$ cat src/gb_bus_pkg.sv
// Bus and memory width types for the CPU, download, ROM and cartridge RAM ports
`default_nettype none

package gb_bus_pkg;

	// CPU side --------------------
	typedef logic [15:0] cpu_addr_t;	// Full 64 KB CPU space
	typedef logic [7:0]  cpu_data_t;

	// Download stream, one 16-bit word per strobe
	typedef logic [24:0] dl_addr_t;		// Byte address
	typedef logic [15:0] dl_data_t;

	// External ROM, word wide
	typedef logic [21:0] rom_word_addr_t;	// 9 bank bits over CPU A13..A1
	typedef logic [15:0] rom_word_t;

	// Cartridge RAM, 16 banks of 8 KB
	typedef logic [16:0] cram_addr_t;
	localparam int unsigned CRAM_BYTES = 1 << 17;

	localparam cpu_data_t OPEN_BUS = 8'hFF;	// Floating data bus value

endpackage

`default_nettype wire

$ cat src/gb_cart_pkg.sv
// Cartridge format types, MBC kind enum, header offsets, register windows and keys
`default_nettype none

package gb_cart_pkg;

	// Header field types --------------------
	typedef logic [7:0] hdr_byte_t;		// One raw header byte
	typedef logic [8:0] rom_bank_t;		// 16 KB ROM bank, MBC5 needs all 9 bits
	typedef logic [3:0] ram_bank_t;		// 8 KB RAM bank, up to 16 banks

	// Memory bank controller found in the header
	typedef enum logic [2:0] {
		mbc_none,	// 32 KB flat ROM
		mbc_1,
		mbc_2,		// 512 x 4 bit internal RAM
		mbc_3,		// RTC registers share the RAM window
		mbc_5
	} mbc_kind_t;

	// Header offsets --------------------
	// Byte addresses of 16-bit download words
	localparam int unsigned HDR_TYPE_ADDR = 'h146;	// Cart type byte in high half
	localparam int unsigned HDR_SIZE_ADDR = 'h148;	// RAM size code high, ROM size code low

	// Fallback for the odd 72/80/96 bank size codes
	localparam rom_bank_t ROM_SIZE_DEFAULT_MASK = 9'd127;

	// Register windows --------------------
	// Compared against CPU address bits 15 to 13
	localparam logic [2:0] WIN_RAM_ENABLE = 3'b000;	// 0x0000-0x1FFF
	localparam logic [2:0] WIN_ROM_BANK   = 3'b001;	// 0x2000-0x3FFF
	localparam logic [2:0] WIN_RAM_BANK   = 3'b010;	// 0x4000-0x5FFF, also RTC select
	localparam logic [2:0] WIN_MODE       = 3'b011;	// 0x6000-0x7FFF, MBC1 only
	localparam logic [2:0] WIN_CRAM       = 3'b101;	// 0xA000-0xBFFF cartridge RAM

	// Low nibble written to the enable window that opens RAM
	localparam logic [3:0] RAM_ENABLE_KEY = 4'hA;

endpackage

`default_nettype wire

$ cat src/mbc_address_map.sv
// Combinational map from CPU address and bank registers to ROM word and RAM byte addresses
`default_nettype none
`timescale 1ns/1ps

module mbc_address_map (
	input  wire gb_bus_pkg::cpu_addr_t  cpu_addr,
	input  wire gb_cart_pkg::mbc_kind_t mbc_kind,
	input  wire gb_cart_pkg::rom_bank_t rom_bank_reg,
	input  wire gb_cart_pkg::ram_bank_t ram_bank_reg,
	input  wire                         mbc1_mode,
	input  wire gb_cart_pkg::rom_bank_t rom_mask,
	input  wire gb_cart_pkg::ram_bank_t ram_mask,
	output gb_bus_pkg::rom_word_addr_t  rom_addr,
	output gb_bus_pkg::cram_addr_t      cram_addr
);

	logic                   lower_half;	// 0x0000-0x3FFF, fixed bank area
	logic [1:0]             bank2;		// MBC1 upper bank bits
	logic [6:0]             mbc1_bank;
	gb_cart_pkg::rom_bank_t eff_bank;
	gb_cart_pkg::rom_bank_t rom_bank;
	gb_cart_pkg::ram_bank_t ram_bank;

	assign lower_half = (cpu_addr[15:14] == 2'b00);
	assign eff_bank   = lower_half ? 9'd0 : rom_bank_reg;

	// Mode 0 keeps the low half on bank 0
	assign bank2     = (lower_half && !mbc1_mode) ? 2'b00 : ram_bank_reg[1:0];
	assign mbc1_bank = {bank2, eff_bank[4:0]};

	// ROM bank --------------------
	always_comb begin
		case (mbc_kind)
			gb_cart_pkg::mbc_1:                     rom_bank = {2'b00, mbc1_bank & rom_mask[6:0]};
			gb_cart_pkg::mbc_2, gb_cart_pkg::mbc_3: rom_bank = {2'b00, eff_bank[6:0] & rom_mask[6:0]};
			gb_cart_pkg::mbc_5:                     rom_bank = eff_bank & rom_mask;
			default:                                rom_bank = {8'd0, cpu_addr[14]};	// Flat 32 KB
		endcase
	end

	// RAM bank --------------------
	always_comb begin
		case (mbc_kind)
			gb_cart_pkg::mbc_1:                     ram_bank = {2'b00, bank2} & ram_mask;
			gb_cart_pkg::mbc_3, gb_cart_pkg::mbc_5: ram_bank = ram_bank_reg & ram_mask;
			default:                                ram_bank = 4'd0;	// MBC2 and plain carts
		endcase
	end

	assign rom_addr  = {rom_bank, cpu_addr[13:1]};	// A0 picks the byte lane later
	assign cram_addr = {ram_bank, cpu_addr[12:0]};

endmodule

`default_nettype wire

$ cat config.mk
export PLATFORM = sky130hd
export DESIGN_NAME = mbc_address_map
export DESIGN_NICKNAME = d
export VERILOG_FILES = /design/src/gb_bus_pkg.sv /design/src/gb_cart_pkg.sv /design/src/mbc_address_map.sv
export SDC_FILE = /design/constraint.sdc
export NUM_CORES = 1
export LEC_CHECK = 0
export BUFFER_PORTS_ARGS = -buffer_cell sky130_fd_sc_hd__buf_2
export CAP_MARGIN = 10
export CORE_MARGIN = 3
export CORE_UTILIZATION = 27
export DETAILED_ROUTE_END_ITERATION = 10
export PLACE_DENSITY_LB_ADDON = 0.25
export SETUP_SLACK_MARGIN = 0.4
export SYNTH_ARGS = -nofsm -noshare
export SYNTH_HDL_FRONTEND = slang
export SYNTH_SLANG_ARGS = --single-unit
$ cat constraint.sdc
create_clock -name vclk -period 1.7
set_clock_uncertainty 0.2 [all_clocks]
set_input_delay 0 -clock vclk [all_inputs]
set_output_delay 0 -clock vclk [all_outputs]
set_load 0.05 [all_outputs]
======== After elaboration in Yosys (flattened, before gate mapping) ========
Cells that the tools add are included.
storage, ports and cells
  register bits after elaboration ......... 0
  bits in latches ......................... 0
  bits in writable memories ............... 0
  ROM bits ................................ 0
  output and inout port bits .............. 39
  word-level logic and storage cells ...... 18
  memories kept ........................... 0
operators by class
  $add $sub $neg .......................... 0
  $mul .................................... 0
  divide/modulo/power cells ............... 0
  magnitude comparators ................... 0
  equality and inequality tests ........... 4
  shift-type cells ........................ 0
  multiplexer cells ....................... 4
  bitwise gates (word level) .............. 5
  reductions and logical operators ........ 5
operators by type and width
  cell                                                                   count
  9-bit one-hot mux with 3 select lines                                  1
  7-bit bitwise AND                                                      2
  9-bit bitwise AND                                                      1
  9-bit two-way mux                                                      1
  4-bit one-hot mux with 2 select lines                                  1
  3-bit by 2-bit equality test with 1-bit output, second input constant  2
  2-bit by 4-bit bitwise AND with 4-bit output                           1
  4-bit bitwise AND                                                      1
  2-bit OR reduction                                                     2
  3-bit by 1-bit equality test with 1-bit output, second input constant  1
  3-bit equality test, second input constant                             1
  2-bit zero test                                                        1
  2-bit two-way mux                                                      1
  1-bit logical AND                                                      1
  1-bit zero test                                                        1

======== Logic depth before layout (Yosys ltp) ========
  depth in word-level cells ............... 5
  depth in mapped cells ................... 3

======== Least setup slack after synthesis ========
Ideal clock, no wire load.
  path type ............................... input-to-output
  start point ............................. in mbc_kind[0]
  end point ............................... out rom_addr[13]
  arrival ................................. 1,274 ps
  required time ........................... 1,500 ps
  path slack .............................. 226 ps
  cell stages on the path ................. 2
  buffers on the path ..................... 0
  cells stage by stage .................... or3_4 a31oi_1
between the ends
  word-level cells in the longest chain between the ends .. 3
RTL lines
  item                                            line                   source
  start, declared                                 mbc_address_map.sv:7   input wire gb_cart_pkg::mbc_kind_t mbc_kind,
  3-bit by 2-bit equality test with 1-bit output  mbc_address_map.sv:33  case (mbc_kind)
  2-bit OR reduction                              mbc_address_map.sv:33
  9-bit one-hot mux with 3 select lines *         mbc_address_map.sv:33
  end, declared                                   mbc_address_map.sv:13  output gb_bus_pkg::rom_word_addr_t rom_addr,
Every way passes the cells marked *; elsewhere a longest branch is shown, timed or not.

======== Final worst setup path ========
  start point ............................. in mbc_kind[1]
  end point ............................... out rom_addr[14]
The elaborated chain is that of the path after synthesis.

==> flow_metrics.py <==
metrics = {
    "outcome": {
        "run_status": "finished with violations",
        "violations": "hold timing",
    },
    "pwr": {
        "switching_share_pct": 56.5,
        "clockPowerShare_pct": 0,
        "p_leak_uw": 0.000329,
        "share_comb_of_total_power_pct": 100.0,
        "ir_drop_mv": 0.137,
        "p_switching_uw": 100,
        "power_density_mw_per_mm2": 295,
        "power.internal_uw": 76.9,
        "seqPwrFrac_pct": 0,
    },
    "cts": {
        "cts-hold-fix-buffers": 2,
    },
    "timing": {
        "worst_pin_slew_ps": 495,
        "unrepaired_setup_endpoints_after_global_routing": "true",
        "totalNegativeSetupSlack_ps": 0,
        "slew_headroom_pct": 66.9,
        "setup_violations": 0,
        "finalWorstPathRequiredPeriod_ps": 1280,
        "fmaxAchievable_ghz": 0.783,
        "finalMaxSlewViolations": 0,
        "hold_ws_ps": -200,
        "timing.final.hold_violations": 24,
        "finalCritPeriodShare_pct": 75.1,
    },
    "final_layout": {
        "layout.clock_buffers": 0,
        "ff_latch_area_um2": 0,
        "final.fill_count": 141,
        "sequential_cell_total": 0,
        "finalNonFillerCells": 97,
        "nets": 130,
        "drive_above_1_share_pct": 69.5,
        "syn2layout_area_growth_pct": 50.6,
        "insertedDiodeCount": 0,
    },
    "setup_path": {
        "crit_path_max_fo": 7,
        "cp.arrival_ps": 1080,
        "worst_setup_path_end_kind": "primary output",
        "worst_setup_path_endpoint": "rom_addr[14]",
        "worstPathRequired_ps": 1500,
        "criticalPathCategory": "in2out",
        "start_kind": "primary input",
        "critPathLaunch": "mbc_kind[1]",
    },
    "yosys": {
        "yosysUniqueCellTypes": 16,
        "synthesis.area_um2": 398,
        "synth_warn": 0,
        "complex_gate_fraction_of_the_synthesized_area_pct": 14.5,
        "seq_area_frac_synth_pct": 0,
        "post_synth.cell_area_avg_um2": 6.52,
        "synth_nets": 107,
        "synthesis.instances": 61,
        "synth-adder-area-share_pct": 0,
        "synth.mux.area_fraction_pct": 0,
        "xor_xnor_share_of_the_synthesized_area_pct": 0,
        "synth_top_family_by_area": "buffers and inverters",
        "post_synth_and_or_nand_nor_area_fraction_pct": 35.5,
    },
    "global_routing": {
        "grt_first_pass_wirelength_um": 1620,
        "antenna_found_initial": 0,
        "grt_max_degree": 8,
        "grt_use_total_pct": 10.2,
        "first_global_vias": 414,
        "globalRoute.totalOverflow": 0,
    },
    "route": {
        "drt-pass1-iter-count": 1,
        "vias_per_cell": 4.78,
        "routed-wl-met3_um": 191,
        "vias": 464,
        "routed_wire_length_per_instance_um": 12.4,
        "postRouteAntennaNets": 0,
        "met2RoutedLength_um": 656,
        "drc": 0,
        "first_iter_violations": 0,
        "route.final.wire_length_um": 1200,
        "maxUsedRoutingLayer": "met4",
        "routedLengthMet1_um": 350,
    },
    "die": {
        "fp.coreArea_mm2": 0.00133,
        "die_area_mm2": 0.00197,
        "die_width_um": 44.4,
        "placement_rows": 13,
        "floorplan.initialDensity_pct": 29.8,
        "num_io_pins": 85,
        "die_height_um": 44.4,
    },
    "placement": {
        "placed_cells_incl_taps": 95,
        "place_congestion": 0.763,
        "port-buffer-count": 45,
    },
    "hold_path": {
        "hold_class": "in2out",
    },
    "run": {
        "max_cap_violations": 0,
    },
}
## layout make-up
| class | instances | area, um2 | area share (%) |
|---|---|---|---|
| repair buffers | 47 | 314 | 52.4 |
| inverters | 1 | 3.75 | 0.626 |
| well taps | 15 | 18.8 | 3.13 |
| multi-input cells | 34 | 263 | 43.8 |
## how the worst min path moves through the flow
stage / from / to / cells past startpoint
2_1_floorplan: cpu_addr[0] / cram_addr[0] / 1
3_3_place_gp: cpu_addr[13] / rom_addr[12] / 0
3_5_place_dp: cpu_addr[13] / rom_addr[12] / 0
4_1_cts: cpu_addr[10] / cram_addr[10] / 0
5_1_grt: cpu_addr[1] / cram_addr[1] / 0
6_report: cpu_addr[1] / cram_addr[1] / 0
## cell families after synthesis
| kind of cell | count (synthesis) |
|---|---|
| buf+inv | 27 |
| compound gates | 9 |
| simple gates | 25 |
## placed cells by master (no fill, tap or decap), types with 2 or more instances in the layout
cell and count:
clkbuf_4 3, o22ai_1 3, and3_4 4, buf_8 4, buf_2 34, dlygate4sd3_1 2, nor2b_1 2, nand2_1 7
nor2_1 2, buf_6 3, and3_1 4
## critical path: stages
cell,delay (ps)
buf_4,140
or3_4,380
and3b_2,250
and3_4,160
buf_8,140
## repair_timing
action / 4_1_cts / 5_1_grt
setup endpoints to repair: 9 / 11
setup buffers: 0 / 0
pin swaps: 0 / 6
hold endpoints to repair: 26 / 24
gates cloned: 0 / 0
gates resized for setup: 11 / 27
## routing by layer
layer  vias to the layer above  global-route usage [%]
li1                        228                       -
met1                       196                    10.4
met2                        38                    19.8
met3                         2                    3.66
met4                         0                    1.81
met5                         -                       0
## synthesized netlist by cell type
master,count,area share [%]
and3b_1,1,2.2
a21o_1,1,1.9
o22ai_1,3,4.7
inv_1,1,0.94
and3_1,8,13
a21oi_1,1,1.3
or3_4,1,2.8
a31oi_1,2,3.1
nor2b_1,3,4.7
buf_4,26,49
o21ai_0,1,1.3
nand2_1,7,6.6
nor3b_1,1,1.9
o311ai_0,1,2.2
or4_1,1,1.9
nor2_1,3,2.8
## through the flow
step           util (%)  hold slack, ps  total power, uW  instance area (um2)  setup WS (ps)
2_1_floorplan         -           -32.9              240                  404            243
3_3_place_gp       34.0            -200              131                  453            344
3_5_place_dp       34.0            -200              131                  453            356
4_1_cts            38.2            -199              153                  509            376
5_1_grt            44.9            -200              189                  599            383
6_report           44.9            -200              177                  599            423
## power by group through the flow
stage | Clock (uW) | Sequential, uW | Combinational (uW)
final | 0 | 0 | 177
after global placement | 0 | 0 | 131
after CTS | 0 | 0 | 153
after floorplan | 0 | 0 | 240
after global routing | 0 | 0 | 189
after detailed placement | 0 | 0 | 131
No activity file was read; power rests on OpenSTA's default activity.
