`src/gb_bus_pkg.sv`:
```
// Bus and memory width types for the CPU, download, ROM and cartridge RAM ports
`default_nettype none

package gb_bus_pkg;

	// CPU side --------------------
	typedef logic [15:0] cpu_addr_t;	// Full 64 KB CPU space
	typedef logic [7:0]  cpu_data_t;

	// Download stream, one 16-bit word per strobe
	typedef logic [24:0] dl_addr_t;		// Byte address
	typedef logic [15:0] dl_data_t;

	// External ROM, word wide
	typedef logic [21:0] rom_word_addr_t;	// 9 bank bits over CPU A13..A1
	typedef logic [15:0] rom_word_t;

	// Cartridge RAM, 16 banks of 8 KB
	typedef logic [16:0] cram_addr_t;
	localparam int unsigned CRAM_BYTES = 1 << 17;

	localparam cpu_data_t OPEN_BUS = 8'hFF;	// Floating data bus value

endpackage

`default_nettype wire

```
`src/gb_cart_pkg.sv`:
```
// Cartridge format types, MBC kind enum, header offsets, register windows and keys
`default_nettype none

package gb_cart_pkg;

	// Header field types --------------------
	typedef logic [7:0] hdr_byte_t;		// One raw header byte
	typedef logic [8:0] rom_bank_t;		// 16 KB ROM bank, MBC5 needs all 9 bits
	typedef logic [3:0] ram_bank_t;		// 8 KB RAM bank, up to 16 banks

	// Memory bank controller found in the header
	typedef enum logic [2:0] {
		mbc_none,	// 32 KB flat ROM
		mbc_1,
		mbc_2,		// 512 x 4 bit internal RAM
		mbc_3,		// RTC registers share the RAM window
		mbc_5
	} mbc_kind_t;

	// Header offsets --------------------
	// Byte addresses of 16-bit download words
	localparam int unsigned HDR_TYPE_ADDR = 'h146;	// Cart type byte in high half
	localparam int unsigned HDR_SIZE_ADDR = 'h148;	// RAM size code high, ROM size code low

	// Fallback for the odd 72/80/96 bank size codes
	localparam rom_bank_t ROM_SIZE_DEFAULT_MASK = 9'd127;

	// Register windows --------------------
	// Compared against CPU address bits 15 to 13
	localparam logic [2:0] WIN_RAM_ENABLE = 3'b000;	// 0x0000-0x1FFF
	localparam logic [2:0] WIN_ROM_BANK   = 3'b001;	// 0x2000-0x3FFF
	localparam logic [2:0] WIN_RAM_BANK   = 3'b010;	// 0x4000-0x5FFF, also RTC select
	localparam logic [2:0] WIN_MODE       = 3'b011;	// 0x6000-0x7FFF, MBC1 only
	localparam logic [2:0] WIN_CRAM       = 3'b101;	// 0xA000-0xBFFF cartridge RAM

	// Low nibble written to the enable window that opens RAM
	localparam logic [3:0] RAM_ENABLE_KEY = 4'hA;

endpackage

`default_nettype wire

```
`src/cart_header_capture.sv`:
```
// Header capture from the download stream with MBC kind and ROM/RAM mask decode
`default_nettype none
`timescale 1ns/1ps

module cart_header_capture (
	input  wire                     clk_sys,
	input  wire                     dl_wr,
	input  wire gb_bus_pkg::dl_addr_t dl_addr,
	input  wire gb_bus_pkg::dl_data_t dl_data,
	output gb_cart_pkg::mbc_kind_t  mbc_kind,
	output gb_cart_pkg::rom_bank_t  rom_mask,
	output gb_cart_pkg::ram_bank_t  ram_mask,
	output gb_cart_pkg::hdr_byte_t  ram_size_code
);

	gb_cart_pkg::hdr_byte_t type_code;	// 0x147
	gb_cart_pkg::hdr_byte_t rom_size_code;	// 0x148

	// Capture --------------------
	// Holds its value across reset, the header only changes with a new download
	always_ff @(posedge clk_sys) begin
		if (dl_wr) begin
			if (dl_addr == gb_bus_pkg::dl_addr_t'(gb_cart_pkg::HDR_TYPE_ADDR)) begin
				type_code <= dl_data[15:8];
			end
			if (dl_addr == gb_bus_pkg::dl_addr_t'(gb_cart_pkg::HDR_SIZE_ADDR)) begin
				ram_size_code <= dl_data[15:8];	// 0x149
				rom_size_code <= dl_data[7:0];
			end
		end
	end

	// Decode --------------------
	always_comb begin
		case (type_code) inside
			[8'd1:8'd3]:   mbc_kind = gb_cart_pkg::mbc_1;	// Plain, RAM, RAM+battery
			[8'd5:8'd6]:   mbc_kind = gb_cart_pkg::mbc_2;
			[8'd15:8'd19]: mbc_kind = gb_cart_pkg::mbc_3;	// With and without timer
			[8'd25:8'd30]: mbc_kind = gb_cart_pkg::mbc_5;	// Rumble variants included
			default:       mbc_kind = gb_cart_pkg::mbc_none;
		endcase
	end

	// Bank count minus one, so the mask mirrors small ROMs
	always_comb begin
		case (rom_size_code)
			8'd0:    rom_mask = 9'h001;	// 32 KB
			8'd1:    rom_mask = 9'h003;	// 64 KB
			8'd2:    rom_mask = 9'h007;
			8'd3:    rom_mask = 9'h00F;
			8'd4:    rom_mask = 9'h01F;	// 512 KB
			8'd5:    rom_mask = 9'h03F;
			8'd6:    rom_mask = 9'h07F;	// 2 MB
			8'd7:    rom_mask = 9'h0FF;
			8'd8:    rom_mask = 9'h1FF;	// 8 MB, MBC5 only
			default: rom_mask = gb_cart_pkg::ROM_SIZE_DEFAULT_MASK;
		endcase
	end

	// 2 KB and 8 KB parts are a single bank
	always_comb begin
		case (ram_size_code)
			8'd0, 8'd1, 8'd2: ram_mask = 4'h0;
			8'd3:             ram_mask = 4'h3;	// 32 KB
			default:          ram_mask = 4'hF;	// 128 KB
		endcase
	end

endmodule

`default_nettype wire

```
`config.mk`:
```
export PLATFORM = sky130hd
export DESIGN_NAME = cart_header_capture
export DESIGN_NICKNAME = d
export VERILOG_FILES = /design/src/gb_bus_pkg.sv /design/src/gb_cart_pkg.sv /design/src/cart_header_capture.sv
export SDC_FILE = /design/constraint.sdc
export NUM_CORES = 1
export LEC_CHECK = 0
export BUFFER_PORTS_ARGS = -buffer_cell sky130_fd_sc_hd__buf_4
export CELL_PAD_IN_SITES_DETAIL_PLACEMENT = 1
export CELL_PAD_IN_SITES_GLOBAL_PLACEMENT = 1
export CORE_ASPECT_RATIO = 0.8
export CORE_MARGIN = 2
export CORE_UTILIZATION = 31
export CTS_CLUSTER_SIZE = 25
export DETAILED_ROUTE_END_ITERATION = 8
export HOLD_SLACK_MARGIN = 0.03
export PLACE_DENSITY = 0.76
export SLEW_MARGIN = 0
export SYNTH_ARGS = -nofsm -noshare
export SYNTH_HDL_FRONTEND = slang
export SYNTH_SLANG_ARGS = --single-unit
```
`constraint.sdc`:
```
create_clock -name clk_sys -period 2.6 [get_ports clk_sys]
set_clock_uncertainty 0.15 [all_clocks]
set_input_delay 0.39 -clock clk_sys [delete_from_list [all_inputs] [get_ports clk_sys]]
set_output_delay 0.39 -clock clk_sys [all_outputs]
set_load 0.01 [all_outputs]
```
After elaboration in Yosys (flattened, before gate mapping)
Memory sizes are Yosys's and may differ from the RTL's. A register that Yosys moved wholly into a read port is not among the register bits.
Cells that the tools add are included.

storage, ports and cells
  register bits = 24
  latch bits = 0
  memory bits (writable) = 0
  ROM bits = 128
  input bits = 43
  output and inout port bits = 24
  memories = 1

memories
  memory           words  bits a word  read ports  clocked after memory_dff  write ports  line                       text
  (no name shown)  16     8            1           1                         0            cart_header_capture.sv:46  case (rom_size_code)

operators by class
  add/subtract/negate cells = 0
  multipliers = 0
  divide/modulo/power cells = 0
  magnitude comparators = 8
  eq/ne operators = 5
  shift operators = 0
  mux-type cells = 7
  bitwise logic cells = 0
  reduce and logical (&&, ||, !) cells = 9

operators by type and width
  cell                 number
  $eq 25x9->1 const B  2
  $eq 8x2->1 const B   2
  $le 8x5->1 const B   2
  $mux 3               4
  $mux 9               1
  $eq 8x1->1 const B   1
  $ge 8x1->1 const B   1
  $ge 8x3->1 const B   1
  $ge 8x4->1 const B   1
  $ge 8x5->1 const B   1
  $le 8x2->1 const B   1
  $le 8x3->1 const B   1
  $logic_not 8->1      1
  $pmux 4 s2           1
  $logic_and 1x1->1    4
  $logic_not 4->1      1
  $mux 4               1
  $reduce_and 2->1     2
  $reduce_or 3->1      1

Longest topological paths before layout
Gate-level depths: netlist of the first run.

  word-level depth = 6
  gate-level depth with buffers = 4
  gate-level depth less buffers = 4

Least setup slack after synthesis of the first run
Ideal clock, no wire load.

  path type = input to register
  start point = in dl_addr[21]
  end point = reg ram_size_code[0], enable pin
  arrival time = 2060 ps
  data required time = 2041 ps
  slack = -19 ps
  stages on the path = 3
  path through = nor4_2 > nand4_2 > nor3_1

on the way
  longest elaborated chain between the ends = 2

ends and longest elaborated chain
  what                        line                       text
  start, declared             cart_header_capture.sv:8   input wire gb_bus_pkg::dl_addr_t dl_addr,
  $eq 25x9->1                 cart_header_capture.sv:26  if (dl_addr == gb_bus_pkg::dl_addr_t'(gb_cart_pkg::HDR_SIZE_ADDR)) begin
  $reduce_and 2->1 (no line)  n/a
  end signal, assigned        cart_header_capture.sv:27  ram_size_code <= dl_data[15:8];
  end, declared               cart_header_capture.sv:13  output gb_cart_pkg::hdr_byte_t ram_size_code

No other way between the ends.
A chain may end at the register's enable or synchronous reset.

Worst setup path in the final report of the first run
  start point = reg ram_size_code[2]
  end point = out ram_mask[1]

on the way
  longest elaborated chain between the ends = 3

ends and longest elaborated chain
  what                                line                       text
  $eq 8x1->1 (tied with other cells)  cart_header_capture.sv:62  case (ram_size_code)
  $reduce_or 3->1                     cart_header_capture.sv:62
  $pmux 4 s2 *                        cart_header_capture.sv:62
  end, declared                       cart_header_capture.sv:12  output gb_cart_pkg::ram_bank_t ram_mask,

Every way passes the cells marked *; elsewhere a longest branch is shown, timed or not.

==> impl_metrics.ini, run 1 <==
[cells_and_area]
layout-drive-gt1-share = 0.453
diodes = 0
syn_to_final_growth_pct = 47.4
nets = 223
fin_area_sq_um = 2080

[sta]
finalSetupViolCount = 0
setup-tns-final_ns = 0
hold_viol_final = 0
report.final.slew_viol_count = 0
period_needed_ns = 2.20
rsz0062_at_grt = no
fin_crit_sh = 0.846
fmax_mhz = 455

[cts]
holdBufCountCts = 0
clock_latency_ns = 0.27
cts.clk_slew.worst_paths_ns = 0.06
clock_sinks = 32
cts_post_setup_buffers_inserted = 0
htreeDepth = 2
cts_tree = yes
clock_path_buffers = 2
cts_buffers = 5
root_buffer = clkbuf_8
cts.repair.resized = 0

[critical_path]
crit_type = register to primary output
slowest_stage = nor4_1
crit_required_ns = 2.06
cp-start-kind = register
worstPathArrival_ns = 1.66
end_kind = primary output
worstPathCellList = nor4_1 > nand2_1 > a21o_1 > buf_4
r2r_setup_slack_ns = 1.24
crit_fanout = 3
crit_path_max_incr_delay_ns = 0.46

[floorplan]
start_util = 0.330
core_area_sq_um = 4280
die_x_microns = 79.5
die_height_microns = 64.4
io_pins = 67
dieArea_sq_um = 5120
row_count = 21

[synthesis]
ys_seq_area_frac = 0.623
yosys_warnings = 0
synth_top_family_by_area = simple AND/OR/NAND/NOR gates
synth_area_sq_um = 1410
syn_nets = 152
syn_area_per_cell_sq_um = 13.0
yosysTopAreaCell = edfxtp_1
synthMuxAreaShare = 0.0602
synth_simple_gate_area_frac = 0.227
synth_fa_ha_area_frac = 0
synth.distinct_cells = 32
synthXorXnorAreaFrac = 0.00619
netlist_instances = 109
yosys.area.top_type_share = 0.510
synth_flop_cell = edfxtp_1
yosysMostFrequentCell = edfxtp_1
yosys-top-cells-count = edfxtp_1 (24), dfxtp_1 (8), mux2i_1 (7), nor2_1 (7), nor4_1 (7)
synth_compound_area_frac = 0.0602
synth_edf_count = 24
async_flop_share = 0
synth_area_leaders = edfxtp_1 (51%), dfxtp_1 (11%), mux2i_1 (5.0%)
synth-seq-cells = 32

[power]
vdd_drop_max_uv = 195
power.density_nw_per_um2 = 511
leakage_nw = 0.802

[flow_run]
drv_cap = 0

[detailed_routing]
via_count = 1147
ant_nets = 0
drc = 0
routedWlPerCell_microns = 14.3
drtPass1Iterations = 4
viasPerCell = 4.82
wirelength_microns = 3390
drt_iter0_drc = 49

[placement]
port_buffers = 65
place_congestion = 0.775
dp.final_hpwl_microns = 2710
placed_area_sq_um = 1980

[run_status]
outcome = finished, final reports clean

[grt]
grt_pass1_wl_microns = 5420
grt_max_degree = 17
gr-total-overflow = 0
antenna_found_initial = 0
grtUsageTotal = 0.140
grt_pass1_vias = 1151

[min_path]
hold_class = input port to register
==> per-layer routing <==
layer	part of all wire	wire length, microns	vias to the layer above	GRT usage
li1	-	-	552	-
met1	0.41	1390	540	0.173
met2	0.51	1730	51	0.233
met3	0.063	215	4	0.0311
met4	0.017	59	0	0.0647
met5	0	0	-	0
==> report_power, final <==
group          switching [mW]  total (mW)  leakage, nW  internal, mW
clock                   0.167       0.445       0.0532         0.278
combinational          0.0256      0.0723        0.467        0.0467
sequential       0.0000000137       0.548        0.282         0.548
==> cell type report <==
type                            count  area [sq um]
Timing Repair Buffer               69           518
Tap cell                           57          71.3
Clock buffer                        5          68.8
Fill cell                         475          2200
Sequential cell                    32           881
Multi-Input combinational cell     72           508
Clock inverter                      3          37.5
==> cells by family (layout without fill, tap and decap cells) <==
family,Yosys count,after routing
compound gates,14,14
xor+xnor,1,1
buf+inv,5,77
flops,32,32
mux,8,8
other cells,1,1
simple gates,48,48
==> worst max-delay path: cells and delay by family (launching register included) <==
family,cells,cell delay [ns]
flops,1,0.40
buf+inv,1,0.14
simple gates,2,0.64
compound gates,1,0.20
==> path summary, 6_finish.rpt <==
check	startpoint	to	cells past startpoint
setup / recovery	ram_size_code[2]$_DFFE_PN_	ram_mask[1]	4
hold / removal	dl_data[6]	rom_size_code[6]$_DFFE_PN_	1
setup reg to reg	rom_size_code[1]$_DFFE_PN_	register	3
hold reg to reg	rom_size_code[0]$_DFFE_PN_	register	2
==> placed cells by master, fill, tap and decap left out, drive strengths merged <==
cell,netlist,layout
a211oi,2,2
a21o,1,1
a21oi,4,4
a31oi,2,2
and2,2,2
and3,1,1
and4b,1,1
buf,3,69
bufinv,0,1
clkbuf,2,5
clkinv,0,2
conb,1,1
dfxtp,8,8
edfxtp,24,24
mux2,1,1
mux2i,7,7
nand2,6,6
nand2b,6,6
nand3,1,1
nand3b,1,1
nand4,1,1
nor2,7,7
nor2b,2,2
nor3,6,6
nor4,9,9
nor4b,3,3
nor4bb,1,1
o21a,2,2
o21ai,3,3
or3,1,1
xnor2,1,1
==> metrics by stage <==
step / util / power (mW) / hold slack, ns / worst slack, ns / cells
global placement: 0.462 / 0.629 / 0.420 / 0.608 / 230
finish: 0.487 / 1.07 / 0.139 / 0.402 / 238
floorplan: - / 0.573 / 0.339 / 0.254 / 109
CTS: 0.487 / 1.08 / 0.131 / 0.369 / 238
global route: 0.487 / 1.11 / 0.128 / 0.341 / 238
detailed placement: 0.462 / 0.632 / 0.421 / 0.603 / 230
Note: power is estimated with default switching activity, not from simulation.
==> run 2, diff against run 1 <==
--- a/config.mk
+++ b/config.mk
@@ -5,16 +5,17 @@
 export SDC_FILE = /design/constraint.sdc
 export NUM_CORES = 1
 export LEC_CHECK = 0
+export ABC_AREA = 1
 export BUFFER_PORTS_ARGS = -buffer_cell sky130_fd_sc_hd__buf_4
 export CELL_PAD_IN_SITES_DETAIL_PLACEMENT = 1
 export CELL_PAD_IN_SITES_GLOBAL_PLACEMENT = 1
 export CORE_ASPECT_RATIO = 0.8
 export CORE_MARGIN = 2
-export CORE_UTILIZATION = 31
+export CORE_UTILIZATION = 34
 export CTS_CLUSTER_SIZE = 25
 export DETAILED_ROUTE_END_ITERATION = 8
 export HOLD_SLACK_MARGIN = 0.03
-export PLACE_DENSITY = 0.76
+export PLACE_DENSITY = 0.81
 export SLEW_MARGIN = 0
 export SYNTH_ARGS = -nofsm -noshare
 export SYNTH_HDL_FRONTEND = slang
==> constraint.sdc (replaced) <==
create_clock -name clk_sys -period 2.1 [get_ports clk_sys]
set_clock_uncertainty 0.15 [all_clocks]
set_input_delay 0.315 -clock clk_sys [delete_from_list [all_inputs] [get_ports clk_sys]]
set_output_delay 0.315 -clock clk_sys [all_outputs]
set_load 0.01 [all_outputs]
==> impl_metrics.ini, run 2 <==
[detailed_routing]
drt_iter0_drc = 60
drc = 0
drtPass1Iterations = 4
viasPerCell = 4.49
wirelength_microns = 3630
via_count = 1333
ant_nets = 0
routedWlPerCell_microns = 12.2

[grt]
grt_pass1_wl_microns = 5970
grtUsageTotal = 0.152
gr-total-overflow = 0
antenna_found_initial = 0
grt_pass1_vias = 1320
grt_max_degree = 11

[critical_path]
critPathTopFamily = simple AND/OR/NAND/NOR gates
worstPathCellList = nor4_2 > inv_2 > or2_2 > buf_4
path_buf_inv = 2
cp-start-kind = register
crit_type = register to primary output
crit_required_ns = 1.63
worstPathArrival_ns = 1.54
slowest_stage = edfxtp_1
crit_path_max_incr_delay_ns = 0.38
r2r_start = rom_size_code[1]$_DFFE_PN_
rr_worst_depth = 6
r2r_setup_slack_ns = 0.95
crit_fanout = 8
end_kind = primary output

[synthesis]
synth_edf_count = 24
synth_flop_cell = edfxtp_1
yosysTopAreaCell = edfxtp_1
synth_area_leaders = edfxtp_1 (46%), dfxtp_1 (10%), nand2_1 (8.2%)
synth.distinct_cells = 24
yosysMostFrequentCell = nand2_1
yosys-top-cells-count = nand2_1 (34), inv_1 (27), edfxtp_1 (24)
netlist_instances = 167
syn_area_per_cell_sq_um = 9.30
ys_seq_area_frac = 0.567
yosys.area.top_type_share = 0.464
synth_area_sq_um = 1550
synth-seq-cells = 32
yosys_warnings = 0
syn_nets = 210
async_flop_share = 0

[placement]
dp.final_hpwl_microns = 3040
pre_cts_slack_ns = 0.286
port_buffers = 65
place_congestion = 0.788

[cells_and_area]
layout_common_cells = buf_4 (68), nand2_1 (34), inv_1 (26), edfxtp_1 (24), nor2_1 (22)
syn_to_final_growth_pct = 44.9
nets = 282
diodes = 0
layout-drive-gt1-share = 0.438
fin_util = 0.525
final_common_cell = buf_4

[cts]
clock_path_buffers = 2
cts_tree = yes
cts_post_setup_buffers_inserted = 0
htreeDepth = 2
root_buffer = clkbuf_8
cts.clk_slew.worst_paths_ns = 0.06
holdBufCountCts = 0
cts.repair.resized = 0
clock_latency_ns = 0.28
clock_sinks = 32
cts_buffers = 5

[power]
vdd_drop_max_uv = 270
leakage_nw = 1.02
power.density_nw_per_um2 = 605

[min_path]
hold_class = input port to register
hold_path.startpoint = dl_data[4]
hold_end = rom_size_code[4]$_DFFE_PN_
min_path_cells = 1

[floorplan]
die_height_microns = 64.4
dieArea_sq_um = 5130
row_count = 21
core_area_sq_um = 4280
die_x_microns = 79.6
start_util = 0.363
io_pins = 67

[sta]
finalSetupViolCount = 0
fmax_mhz = 500
fin_crit_sh = 0.952
hold_viol_final = 0
period_needed_ns = 2.00
rsz0062_at_grt = yes
report.final.slew_viol_count = 0
setup_slack_ns = 0.0999

[run_status]
outcome = finished, final reports clean

[flow_run]
drv_cap = 0
## run 2: changes by cell type in the layout (fill, tap and decap cells not counted), sizes merged, moves of 7 or more
| cell | change |
|---|---|
| inv | +33 |
| mux2i | -7 |
| nand2 | +30 |
| nor2 | +23 |
| nor4 | -7 |
## run 2: where the power goes
part	switching (mW)	total [mW]	internal [mW]
clock network	0.204	0.585	0.381
registers	0.0000000125	0.679	0.679
logic	0.0378	0.0961	0.0583
total	0.242	1.36	1.12
## run 2: per-stage QoR
step           area (sq um)  hold slack (ns)  cells  setup TNS (ns)  power, mW
4_1_cts                2230           0.0579    297               0       1.38
3_5_place_dp           2120            0.351    289               0      0.790
2_1_floorplan          1560            0.264    167               0      0.718
6_report               2250           0.0665    297               0       1.36
5_1_grt                2250           0.0500    297         -0.0324       1.41
3_3_place_gp           2120            0.350    289               0      0.787
## run 2: worst max path at each step
stage,startpoint,end,slack (ns),cells after the start
2_1_floorplan,dl_addr[23],type_code[0]$_DFFE_PP_,0.30,4
3_3_place_gp,dl_addr[23],type_code[3]$_DFFE_PP_,0.37,6
3_5_place_dp,dl_addr[23],type_code[6]$_DFFE_PP_,0.29,6
4_1_cts,type_code[6]$_DFFE_PP_,mbc_kind[2],0.03,4
5_1_grt,rom_size_code[6]$_DFFE_PN_,rom_mask[6],-0.009,4
6_report,rom_size_code[6]$_DFFE_PN_,rom_mask[3],0.1,4
## run 2: area by class of cell
cell class	count	area (sq um)
clock buffers	6	82.6
clock inverters	2	33.8
fillers	511	2030
inverters	33	124
multi-input cells	99	547
flip-flops and latches	32	881
well taps	57	71.3
repair buffers	68	510
## run 2: cells by family after synthesis
logic type	after synthesis	share of synthesized area
and+or+nand+nor	91	0.307
AOI/OAI and AO/OA	7	0.0290
buffers and inverters	36	0.0943
DFF	32	0.567
other	1	0.00242
## run 2: metal layers
| layer | vias up | share of wire | track usage |
|---|---|---|---|
| li1 | 674 | - | - |
| met1 | 595 | 0.41 | 0.190 |
| met2 | 57 | 0.47 | 0.245 |
| met3 | 7 | 0.091 | 0.0446 |
| met4 | 0 | 0.024 | 0.0690 |
| met5 | - | 0 | 0 |
