[src/gb_bus_pkg.sv]
// Bus and memory width types for the CPU, download, ROM and cartridge RAM ports
`default_nettype none

package gb_bus_pkg;

	// CPU side --------------------
	typedef logic [15:0] cpu_addr_t;	// Full 64 KB CPU space
	typedef logic [7:0]  cpu_data_t;

	// Download stream, one 16-bit word per strobe
	typedef logic [24:0] dl_addr_t;		// Byte address
	typedef logic [15:0] dl_data_t;

	// External ROM, word wide
	typedef logic [21:0] rom_word_addr_t;	// 9 bank bits over CPU A13..A1
	typedef logic [15:0] rom_word_t;

	// Cartridge RAM, 16 banks of 8 KB
	typedef logic [16:0] cram_addr_t;
	localparam int unsigned CRAM_BYTES = 1 << 17;

	localparam cpu_data_t OPEN_BUS = 8'hFF;	// Floating data bus value

endpackage

`default_nettype wire

[src/gb_cart_pkg.sv]
// Cartridge format types, MBC kind enum, header offsets, register windows and keys
`default_nettype none

package gb_cart_pkg;

	// Header field types --------------------
	typedef logic [7:0] hdr_byte_t;		// One raw header byte
	typedef logic [8:0] rom_bank_t;		// 16 KB ROM bank, MBC5 needs all 9 bits
	typedef logic [3:0] ram_bank_t;		// 8 KB RAM bank, up to 16 banks

	// Memory bank controller found in the header
	typedef enum logic [2:0] {
		mbc_none,	// 32 KB flat ROM
		mbc_1,
		mbc_2,		// 512 x 4 bit internal RAM
		mbc_3,		// RTC registers share the RAM window
		mbc_5
	} mbc_kind_t;

	// Header offsets --------------------
	// Byte addresses of 16-bit download words
	localparam int unsigned HDR_TYPE_ADDR = 'h146;	// Cart type byte in high half
	localparam int unsigned HDR_SIZE_ADDR = 'h148;	// RAM size code high, ROM size code low

	// Fallback for the odd 72/80/96 bank size codes
	localparam rom_bank_t ROM_SIZE_DEFAULT_MASK = 9'd127;

	// Register windows --------------------
	// Compared against CPU address bits 15 to 13
	localparam logic [2:0] WIN_RAM_ENABLE = 3'b000;	// 0x0000-0x1FFF
	localparam logic [2:0] WIN_ROM_BANK   = 3'b001;	// 0x2000-0x3FFF
	localparam logic [2:0] WIN_RAM_BANK   = 3'b010;	// 0x4000-0x5FFF, also RTC select
	localparam logic [2:0] WIN_MODE       = 3'b011;	// 0x6000-0x7FFF, MBC1 only
	localparam logic [2:0] WIN_CRAM       = 3'b101;	// 0xA000-0xBFFF cartridge RAM

	// Low nibble written to the enable window that opens RAM
	localparam logic [3:0] RAM_ENABLE_KEY = 4'hA;

endpackage

`default_nettype wire

[src/mbc_bank_registers.sv]
// MBC bank, mode, RTC select and RAM enable registers written through the ROM window
`default_nettype none
`timescale 1ns/1ps

module mbc_bank_registers (
	input  wire                         clk_sys,
	input  wire                         reset,
	input  wire                         reg_wr,		// One cycle pulse per CPU write
	input  wire gb_bus_pkg::cpu_addr_t  wr_addr,
	input  wire gb_bus_pkg::cpu_data_t  wr_data,
	input  wire gb_cart_pkg::mbc_kind_t mbc_kind,
	output gb_cart_pkg::rom_bank_t      rom_bank_reg,
	output gb_cart_pkg::ram_bank_t      ram_bank_reg,
	output logic                        mbc1_mode,
	output logic                        rtc_mode,
	output logic                        ram_enable
);

	logic is_mbc1;
	logic is_mbc3;
	logic is_mbc5;
	logic key_match;

	assign is_mbc1   = (mbc_kind == gb_cart_pkg::mbc_1);
	assign is_mbc3   = (mbc_kind == gb_cart_pkg::mbc_3);
	assign is_mbc5   = (mbc_kind == gb_cart_pkg::mbc_5);
	assign key_match = (wr_data[3:0] == gb_cart_pkg::RAM_ENABLE_KEY);	// Upper nibble ignored

	always_ff @(posedge clk_sys) begin
		if (reset) begin
			rom_bank_reg <= 9'd1;	// Bank 1 sits at 0x4000 out of reset
			ram_bank_reg <= 4'd0;
			mbc1_mode    <= 1'b0;
			rtc_mode     <= 1'b0;
			ram_enable   <= 1'b0;
		end else if (reg_wr) begin
			case (wr_addr[15:13])
				gb_cart_pkg::WIN_RAM_ENABLE: begin
					ram_enable <= key_match;	// Any other value locks RAM
				end
				gb_cart_pkg::WIN_ROM_BANK: begin
					if (is_mbc5) begin
						if (wr_addr[12]) begin
							rom_bank_reg[8] <= wr_data[0];	// 0x3000 high bit
						end else begin
							rom_bank_reg[7:0] <= wr_data;	// MBC5 may select bank 0
						end
					end else if (wr_data[6:0] == 7'd0) begin
						rom_bank_reg <= 9'd1;	// Bank 0 request maps to 1
					end else begin
						rom_bank_reg <= {2'b00, wr_data[6:0]};
					end
				end
				gb_cart_pkg::WIN_RAM_BANK: begin
					if (is_mbc3 && wr_data[3]) begin
						rtc_mode <= 1'b1;	// 0x08-0x0C select a clock register
					end else if (is_mbc5) begin
						ram_bank_reg <= wr_data[3:0];
					end else begin
						rtc_mode     <= 1'b0;	// Back to RAM, no effect outside MBC3
						ram_bank_reg <= {2'b00, wr_data[1:0]};
					end
				end
				gb_cart_pkg::WIN_MODE: begin
					if (is_mbc1) begin
						mbc1_mode <= wr_data[0];	// 1 lets bank2 reach the low half
					end
				end
				default: begin
				end
			endcase
		end
	end

endmodule

`default_nettype wire

[config.mk]
export PLATFORM = sky130hd
export DESIGN_NAME = mbc_bank_registers
export DESIGN_NICKNAME = d
export VERILOG_FILES = /design/src/gb_bus_pkg.sv /design/src/gb_cart_pkg.sv /design/src/mbc_bank_registers.sv
export SDC_FILE = /design/constraint.sdc
export NUM_CORES = 1
export LEC_CHECK = 0
export BUFFER_PORTS_ARGS = -buffer_cell sky130_fd_sc_hd__buf_2
export CELL_PAD_IN_SITES_DETAIL_PLACEMENT = 0
export CELL_PAD_IN_SITES_GLOBAL_PLACEMENT = 1
export CORE_MARGIN = 8
export CORE_UTILIZATION = 31
export DETAILED_ROUTE_END_ITERATION = 16
export HOLD_SLACK_MARGIN = 0.1
export PLACE_DENSITY = 0.8
export SETUP_SLACK_MARGIN = 0.05
export SLEW_MARGIN = 5
export SYNTH_ARGS = -nofsm -noshare
export SYNTH_HDL_FRONTEND = slang
export SYNTH_SLANG_ARGS = --single-unit
[constraint.sdc]
create_clock -name clk_sys -period 2.7 [get_ports clk_sys]
set_input_delay 0.27 -clock clk_sys [delete_from_list [all_inputs] [get_ports clk_sys]]
set_output_delay 0.27 -clock clk_sys [all_outputs]
set_load 0.01 [all_outputs]
; ---- Word-level counts from Yosys, hierarchy flattened
; Cells that the tools add are included.
[classes]
n_div = 0
order_cmp = 0
n_bitwise = 1
n_eq_ne = 10
reduce_logical = 9
n_mul = 0
shift = 0
add_sub_neg = 0
n_mux = 7
[ops]
columns = op, count
row1 = $reduce_and 3->1, 5
row2 = $eq 3x2->1 const B, 3
row3 = $mux 9, 1
row4 = $mux 8, 1
row5 = $logic_not 7->1, 1
row6 = $mux 7, 1
row7 = $eq 3x1->1 const B, 2
row8 = $eq 4x4->1 const B, 1
row9 = $mux 4, 1
row10 = $ne 2x2->1 const B, 2
row11 = $eq 3x3->1 const B, 1
row12 = $logic_not 3->1, 1
row13 = $mux 1, 3
row14 = $ne 2x1->1 const B, 1
row15 = $reduce_and 2->1, 1
row16 = $logic_and 1x1->1, 1
row17 = $not 1->1, 1
[word_totals]
out_inout_bits = 16
regBits = 16
memories = 0
mem_bits_rw = 0
input_bits = 30
romBits = 0
wordCells = 33
latchBits = 0

; ---- Depth between registers and ports, before layout
; Gate-level depths: netlist of run 1.
[depth]
word_depth = 4
ltp_mapped = 4

; ---- Worst setup path before layout of run 1
; Ideal clock, no wire load.
[synth_path]
path_type = input port to flip-flop
startpoint = input wr_data[1]
endpoint = register rom_bank_reg[0]
setup_slack_ns = 1.368
setup_ns = 0.070
path_stages = 3
arrival_ns = 1.262
required_ns = 2.630
cell_sequence = or4_1 or4_1 a21oi_1
[synth_between]
elab_chain_len = 3
[synth_rtl]
columns = item, line_no
row1 = "start, declared", mbc_bank_registers.sv:10  ; input wire gb_bus_pkg::cpu_data_t wr_data,
row2 = $logic_not 7->1, mbc_bank_registers.sv:48  ; end else if (wr_data[6:0] == 7'd0) begin
row3 = $mux 7, mbc_bank_registers.sv:48
row4 = $mux 9, mbc_bank_registers.sv:42  ; if (is_mbc5) begin
row5 = "end signal, assigned", mbc_bank_registers.sv:46  ; rom_bank_reg[7:0] <= wr_data;
row6 = "end signal, assigned", mbc_bank_registers.sv:51  ; rom_bank_reg <= {2'b00, wr_data[6:0]};
row7 = "end, declared", mbc_bank_registers.sv:12  ; output gb_cart_pkg::rom_bank_t rom_bank_reg,
; Every way passes these cells.
; A chain may end at the register's enable or synchronous reset.

; ---- Worst setup path in the final report of run 1
; Same ends and word-level chain as after synthesis.

==> results of run 1 <==
[worst max-delay path by stage]
stage / slack (ps) / endpoint / from
finish: 1490 / rom_bank_reg[0] / wr_data[1]
global route: 1480 / rom_bank_reg[0] / wr_data[1]
CTS: 1490 / rom_bank_reg[0] / wr_data[1]
detailed placement: 1190 / rom_bank_reg[0] / wr_data[1]
global placement: 1210 / rom_bank_reg[0] / wr_data[1]
floorplan: 1370 / rom_bank_reg[0] / wr_data[1]
[final cells by class]
type | count | share of cell area
multi-input cells | 64 | 0.426
flip-flops and latches | 16 | 0.322
repair buffers | 34 | 0.174
well taps | 30 | 0.0377
clock buffers | 4 | 0.0365
inverters | 1 | 0.00377
[report_power, final]
part	switching [mW]	internal, mW	total [mW]
combinational	0.0302	0.0230	0.0532
sequential	0.00133	0.239	0.240
clock	0.0780	0.0821	0.160
[Yosys cell counts]
cell,instances,area (µm²)
nor3b_1,1,7.51
nor2_1,3,11.3
and4b_1,1,10.0
nand4_1,4,25.0
nand4bb_1,3,33.8
nand3_1,6,30.0
mux2i_1,3,30.0
nor4_1,1,6.26
nand3b_1,1,7.51
a31o_2,1,8.76
nor4bb_1,4,40.0
nand4b_1,1,8.76
buf_1,1,3.75
a211oi_1,1,7.51
or2b_1,1,7.51
and4bb_2,1,12.5
inv_1,1,3.75
nor2b_1,1,6.26
or4_1,2,15.0
o21ai_0,11,55.1
dfxtp_1,16,320
nand2b_1,3,18.8
a21oi_1,13,65.1
clkbuf_1,4,15.0
nor4b_1,2,17.5
[cells by family (layout without fill, tap and decap cells)]
kind of cell / after synthesis / in the layout
simple gates: 35 / 35
compound gates: 26 / 26
flops: 16 / 16
buf+inv: 6 / 39
mux: 3 / 3
[cells in the final DEF (no fill, tap or decap), types with 3 or more instances in the layout]
cell type / count
nor4bb_1: 4
nand4_1: 4
nand2b_1: 3
o21ai_0: 11
buf_2: 33
nand4bb_1: 3
clkbuf_4: 3
nand3_1: 6
a21oi_1: 13
mux2i_1: 3
nor2_1: 3
dfxtp_1: 16
[metal layers]
layer / share of wire / up-vias / track usage
met5: 0 / - / 0
met4: 0 / 0 / 0.0327
met3: 0.073 / 0 / 0.0340
met2: 0.50 / 23 / 0.186
met1: 0.43 / 352 / 0.118
li1: - / 397 / -
[critical path, cell delays in order]
cell and delay (ps):
buf_2 120, or4_1 500, or4_1 410, a21oi_1 130
==> flow_summary.json, run 1 <==
{
  "status": "completed",
  "finalCritPeriodShare": 0.447,
  "setup_tns_ps": 0,
  "coreArea_um2": 2410,
  "r2r_setup_slack_ps": 1930,
  "routed_wl_um": 2150,
  "nets": 150,
  "cts-htree-levels": 1,
  "path_max_fanout": 4,
  "placed_area_um2": 958,
  "grt_max_degree": 20,
  "r2r-end": "mbc1_mode",
  "antenna_found_initial": 0,
  "ios": 46,
  "maxCapViolations": 0,
  "layout_min_cycle_time_ps": 1210,
  "syn-cell-area_um2": 767,
  "clk_latency_ps": 290,
  "diodes": 0,
  "hold_end": "rom_bank_reg[4]",
  "setup_ws_ps": 1490,
  "hold_viol_final": 0,
  "power_mw": 0.454,
  "postLayoutCellArea_um2": 995,
  "place_congestion": 0.783,
  "dp_hpwl_um": 1670,
  "cts_buffers": 3,
  "ys_ff_latch": 16,
  "postCtsHoldBufs": 0,
  "cts_sinks": 16,
  "start_util": 0.318,
  "setup_violations": 0,
  "ant_nets": 0,
  "fillers": 258,
  "cts_resized": 0,
  "finish.utilization": 0.413,
  "muxShareOfSynthArea": 0.0392,
  "yosysWarnings": 0,
  "synthCells": 86,
  "synth_compound_area_frac": 0.178,
  "wl_per_cell_um": 14.4,
  "clock-root-buffer": "clkbuf_4",
  "dr.first_iter.drc_count": 8,
  "crit_required_ps": 2920,
  "clock.fmax_mhz": 829,
  "rr_worst_depth": 3,
  "layout-drive-gt1-share": 0.336,
  "area_growth_pct": 29.7,
  "clk_pin_slew_ps": 90,
  "fin_cells": 149,
  "grt_pass1_vias": 855,
  "overflow": 0,
  "portBuffers": 33,
  "rows": 18,
  "start_kind": "primary input",
  "crit_type": "in2reg",
  "largest_register_ff_count": 9,
  "yosysUniqueCellTypes": 25,
  "worstHoldStart": "wr_data[4]",
  "dr.pass1.iters": 4,
  "vias_per_cell": 5.18,
  "synth-simple-area-share": 0.336,
  "rsz0062_at_grt": "false",
  "cts_tree": "built",
  "multi_input_area_um2": 424,
  "crit_arrival_ps": 1430,
  "worst_pin_slew_ps": 530,
  "synth_top_family_by_area": "simple AND/OR/NAND/NOR gates",
  "hold_depth": 3,
  "vias": 772,
  "drv_slew": 0,
  "worstHoldPathType": "in2reg",
  "end_kind": "flip-flop",
  "skew_ps": 0,
  "synth_xor_area_frac": 0,
  "die_w_um": 65.7,
  "max-vdd-ir-drop_mv": 0.278,
  "seq_area_um2": 320,
  "synth.avg_cell_area_um2": 8.92,
  "ys_seq_area_frac": 0.418,
  "pre_cts_slack_ps": 1190,
  "slew-limit-headroom": 0.646,
  "dp.cells": 145,
  "whs_ps": 238,
  "dieHeight_um": 65.7,
  "clockBufferDepth": 2,
  "synth_fa_ha_area_frac": 0,
  "synth_nets": 116,
  "leakage_nw": 0.396,
  "grt_first_pass_wirelength_um": 3760,
  "power.density_nw_per_um2": 456,
  "die_area_um2": 4320,
  "worstReg2RegStart": "mbc1_mode",
  "grt_use_total": 0.106,
  "post_cts_buffers": 0,
  "drc": 0
}
(Power assumes the default switching activity.)
==> run 2, diff against run 1 <==
Settings changed: CORE_ASPECT_RATIO from default to 0.5, CORE_UTILIZATION 31 to 29, PLACE_DENSITY 0.8 to 0.75.
Clock period 2.7 ns to 1.2 ns, I/O delays scaled along.
==> flow_summary.json, run 2 (synthesized netlist as in run 1, its figures left out) <==
{
  "clock.fmax_mhz": 915,
  "crit_arrival_ps": 1270,
  "fillers": 288,
  "overflow": 0,
  "start_kind": "primary input",
  "worstHoldPathType": "in2reg",
  "cts_tree": "built",
  "mostFrequentLayoutCells": "33 x buf_2, 16 x dfxtp_1, 13 x a21oi_1",
  "hold_viol_final": 0,
  "path_max_fanout": 4,
  "maxCapViolations": 0,
  "setup_violations": 0,
  "rsz0062_at_grt": "false",
  "max-vdd-ir-drop_mv": 0.449,
  "slew-limit-headroom": 0.743,
  "clockBufferDepth": 2,
  "nets": 160,
  "portBuffers": 33,
  "dieHeight_um": 52.4,
  "grt_max_degree": 20,
  "die_area_um2": 4650,
  "crit_type": "in2reg",
  "cts_sinks": 16,
  "worst_pin_slew_ps": 380,
  "die_w_um": 88.7,
  "largest_register_ff_count": 9,
  "dp.cells": 162,
  "vias_per_cell": 4.72,
  "drc": 0,
  "layout-drive-gt1-share": 0.388,
  "setup_tns_ps": 0,
  "status": "completed",
  "cts_resized": 0,
  "cts_buffers": 3,
  "post_cts_buffers": 0,
  "wl_per_cell_um": 13.7,
  "clock-root-buffer": "clkbuf_8",
  "fin_cells": 166,
  "power.density_nw_per_um2": 1060,
  "clk_pin_slew_ps": 70,
  "dp_hpwl_um": 1740,
  "grt_use_total": 0.103,
  "layout_min_cycle_time_ps": 1090,
  "skew_ps": 0,
  "end_kind": "flip-flop",
  "routed_wl_um": 2270,
  "dr.first_iter.drc_count": 18,
  "place_congestion": 0.750,
  "diodes": 0,
  "dr.pass1.iters": 4,
  "coreArea_um2": 2550,
  "drv_slew": 0,
  "cts-htree-levels": 1,
  "ant_nets": 0,
  "leakage_nw": 0.452,
  "vias": 783,
  "mostFrequentLayoutCell": "buf_2",
  "antenna_found_initial": 0,
  "postCtsHoldBufs": 0,
  "start_util": 0.300,
  "grt_first_pass_wirelength_um": 3810,
  "ios": 46,
  "grt_pass1_vias": 822,
  "clk_latency_ps": 250,
  "finalCritPeriodShare": 0.910,
  "crit_required_ps": 1380,
  "rows": 13,
  "area_growth_pct": 43.1
}
## run 2: cell count changes in the layout (fill, tap and decap cells not counted), sizes merged
cell | before | now
buf | 34 | 44
## run 2: critical path, cell delays in order
cell and delay, ps:
buf_2 110, or4_1 510, or4_1 400, a21oi_1 130
## run 2: area by class of cell
cell class	count	area, µm²	area share
tap	37	46.3	0.0422
inverter	1	3.75	0.00342
multi-input combinational	64	424	0.387
sequential	16	320	0.292
timing repair buffer	44	248	0.226
clock buffer	4	55.1	0.0502
## run 2: where the power goes
part           leakage [nW]  switching [mW]  internal [mW]
registers             0.129         0.00309          0.538
clock network        0.0288           0.193          0.291
logic                 0.294          0.0734         0.0690
## run 2: layer usage
metal	track usage	share of wire
met5	0	0
met2	0.177	0.48
met1	0.117	0.47
met3	0.0359	0.038
met4	0.0360	0.0084
## run 2: worst paths after layout
path / startpoint / end / slack, ps / cells past startpoint
max: wr_data[1] / rom_bank_reg[0] / 110 / 4
min: wr_data[6] / rom_bank_reg[6] / 140 / 3
max reg2reg: mbc1_mode / mbc1_mode / 460 / 3
min reg2reg: ram_bank_reg[1] / ram_bank_reg[1] / 470 / 2
## run 2: per-stage QoR
stage	instance area (µm²)	hold WS (ps)	total power, mW	utilization	worst slack (ps)
2_1_floorplan	767	268	0.606	-	18.0
3_3_place_gp	1040	406	0.695	0.408	-126
3_5_place_dp	1040	401	0.695	0.408	-163
4_1_cts	1100	134	1.18	0.430	105
5_1_grt	1100	147	1.22	0.430	64.3
6_report	1100	138	1.17	0.430	108
==> run 3, diff against run 2 <==
Settings changed: ABC_AREA from default to 1, PLACE_DENSITY 0.75 to 0.76.
==> flow_summary.json, run 3 <==
{
  "synth_top_area_frac": 0.380,
  "crit_start": "rom_bank_reg[5]",
  "crit_arrival_ps": 740,
  "placed_area_um2": 1050,
  "overflow": 0,
  "crit_chain": "buf_2",
  "path_max_fanout": 2,
  "wl_per_cell_um": 10.8,
  "coreArea_um2": 2680,
  "diodes": 0,
  "status": "completed",
  "hold_viol_final": 0,
  "cts-htree-levels": 1,
  "ios": 46,
  "synth.avg_cell_area_um2": 7.15,
  "finalCritPeriodShare": 0.718,
  "die_w_um": 92.3,
  "end_kind": "output port",
  "synth-main-ff-cell": "dfxtp_1",
  "synth_edf_count": 0,
  "fillers": 291,
  "place_congestion": 0.794,
  "skew_ps": 0,
  "worstHoldPathType": "in2reg",
  "synth_area_leader_cell": "dfxtp_1",
  "ys_seq_area_frac": 0.380,
  "worst_pin_slew_ps": 209,
  "vias_per_cell": 4.25,
  "synth_nets": 148,
  "post_cts_buffers": 0,
  "p_sw_frac": 0.253,
  "ant_nets": 0,
  "dr.pass1.iters": 4,
  "clock-root-buffer": "clkbuf_8",
  "maxCapViolations": 0,
  "finish.utilization": 0.412,
  "drc": 0,
  "max_stage_delay_ps": 350,
  "synth.area.top_cells": "dfxtp_1 38%, nand2_1 9.8%, nor2_1 9.8%, nand3_1 5.9%, inv_1 4.9%",
  "worstReg2RegStart": "rom_bank_reg[0]",
  "clk_pin_slew_ps": 70,
  "area_growth_pct": 31.2,
  "worstHoldStart": "wr_data[5]",
  "mostFrequentLayoutCell": "buf_2",
  "yosysUniqueCellTypes": 23,
  "grt_max_degree": 12,
  "clk_latency_ps": 250,
  "cts_tree": "built",
  "grt_first_pass_wirelength_um": 3490,
  "clock.fmax_mhz": 1160,
  "synthCells": 118,
  "antenna_found_initial": 0,
  "rows": 13,
  "portBuffers": 33,
  "p_int_mw": 0.903,
  "grt_use_total": 0.0889,
  "async_flop_share": 0,
  "syn-cell-area_um2": 843,
  "drv_slew": 0,
  "cts_resized": 0,
  "cp_num_buf_inv": 1,
  "routed_wl_um": 2070,
  "mostFrequentLayoutCells": "33 x buf_2, 22 x nand2_1, 22 x nor2_1",
  "whs_ps": 123,
  "setup_violations": 0,
  "postLayoutCellArea_um2": 1110,
  "clkPwrFrac": 0.403,
  "die_area_um2": 4990,
  "postCtsHoldBufs": 0,
  "start_kind": "flip-flop",
  "dr.first_iter.drc_count": 14,
  "clockBufferDepth": 2,
  "start_util": 0.314,
  "layout-drive-gt1-share": 0.364,
  "yosysWarnings": 0,
  "cp_top_family": "flip-flops",
  "largest_register_ff_count": 9,
  "pwr-share-comb": 0.140,
  "cts_buffers": 3,
  "nets": 185,
  "p_sw_mw": 0.306,
  "pwr-share-seq": 0.457,
  "ys_ff_latch": 16,
  "crit_type": "reg2out",
  "slew-limit-headroom": 0.860,
  "cts_sinks": 16,
  "max-vdd-ir-drop_mv": 0.525,
  "dieHeight_um": 54.1,
  "cp_slowest_cell": "dfxtp_1",
  "power.density_nw_per_um2": 1090,
  "crit_required_ps": 1080,
  "layout_min_cycle_time_ps": 861,
  "setup_tns_ps": 0,
  "grt_pass1_vias": 805,
  "yosys-top-cells-count": "22 x nand2_1, 22 x nor2_1, 16 x dfxtp_1",
  "dp_hpwl_um": 1740,
  "leakage_nw": 0.546,
  "rsz0062_at_grt": "false",
  "vias": 811
}
## run 3: cell count changes after synthesis, moves of 4 or more
cell,previous run,this run
nand2_1,0,22
nor2_1,3,22
o21ai_0,11,0
inv_1,1,11
a21oi_1,13,6
nor2_2,0,5
o21bai_1,0,5
nand3_1,6,10
nor4bb_1,4,0
## run 3: worst paths after layout
check,slack (ps),cells after the start,endpoint
worst max-delay path,340,1,rom_bank_reg[5]
worst min-delay path,120,3,rom_bank_reg[5]
worst max register to register,610,2,rom_bank_reg[0]
worst min register to register,460,2,rom_bank_reg[0]
## run 3: layout make-up
class / count / area (µm²) / share of cell area
Sequential cell: 16 / 320 / 0.290
Tap cell: 37 / 46.3 / 0.0419
Timing Repair Buffer: 33 / 165 / 0.149
Multi-Input combinational cell: 85 / 457 / 0.413
Inverter: 16 / 62.6 / 0.0566
Clock buffer: 4 / 55.1 / 0.0498
## run 3: cells by family (layout without fill, tap and decap cells)
logic type / count (synthesis) / after routing / share of synthesized area
simple gates: 72 / 72 / 0.445
compound gates: 13 / 13 / 0.0964
buf+inv: 17 / 53 / 0.0786
flops: 16 / 16 / 0.380
## run 3: metrics by stage
step	worst slack [ps]	power, mW	instances
floorplan	445	0.661	118
global placement	227	0.736	187
global route	282	1.28	191
finish	339	1.21	191
CTS	333	1.22	191
detailed placement	226	0.737	187
## run 3: power groups by stage
stage	combinational [mW]	sequential, mW	clock (mW)
after floorplan	0.0891	0.572	0
after global placement	0.172	0.564	0
after detailed placement	0.172	0.565	0
after CTS	0.173	0.553	0.496
after global routing	0.192	0.555	0.531
final	0.169	0.553	0.488
## run 3: per-layer routing
layer | wire (µm) | vias to the layer above | share of wire | track usage
li1 | - | 444 | - | -
met1 | 1030 | 348 | 0.50 | 0.108
met2 | 932 | 17 | 0.45 | 0.142
met3 | 78 | 2 | 0.038 | 0.0319
met4 | 27 | 0 | 0.013 | 0.0396
met5 | 0 | - | 0 | 0
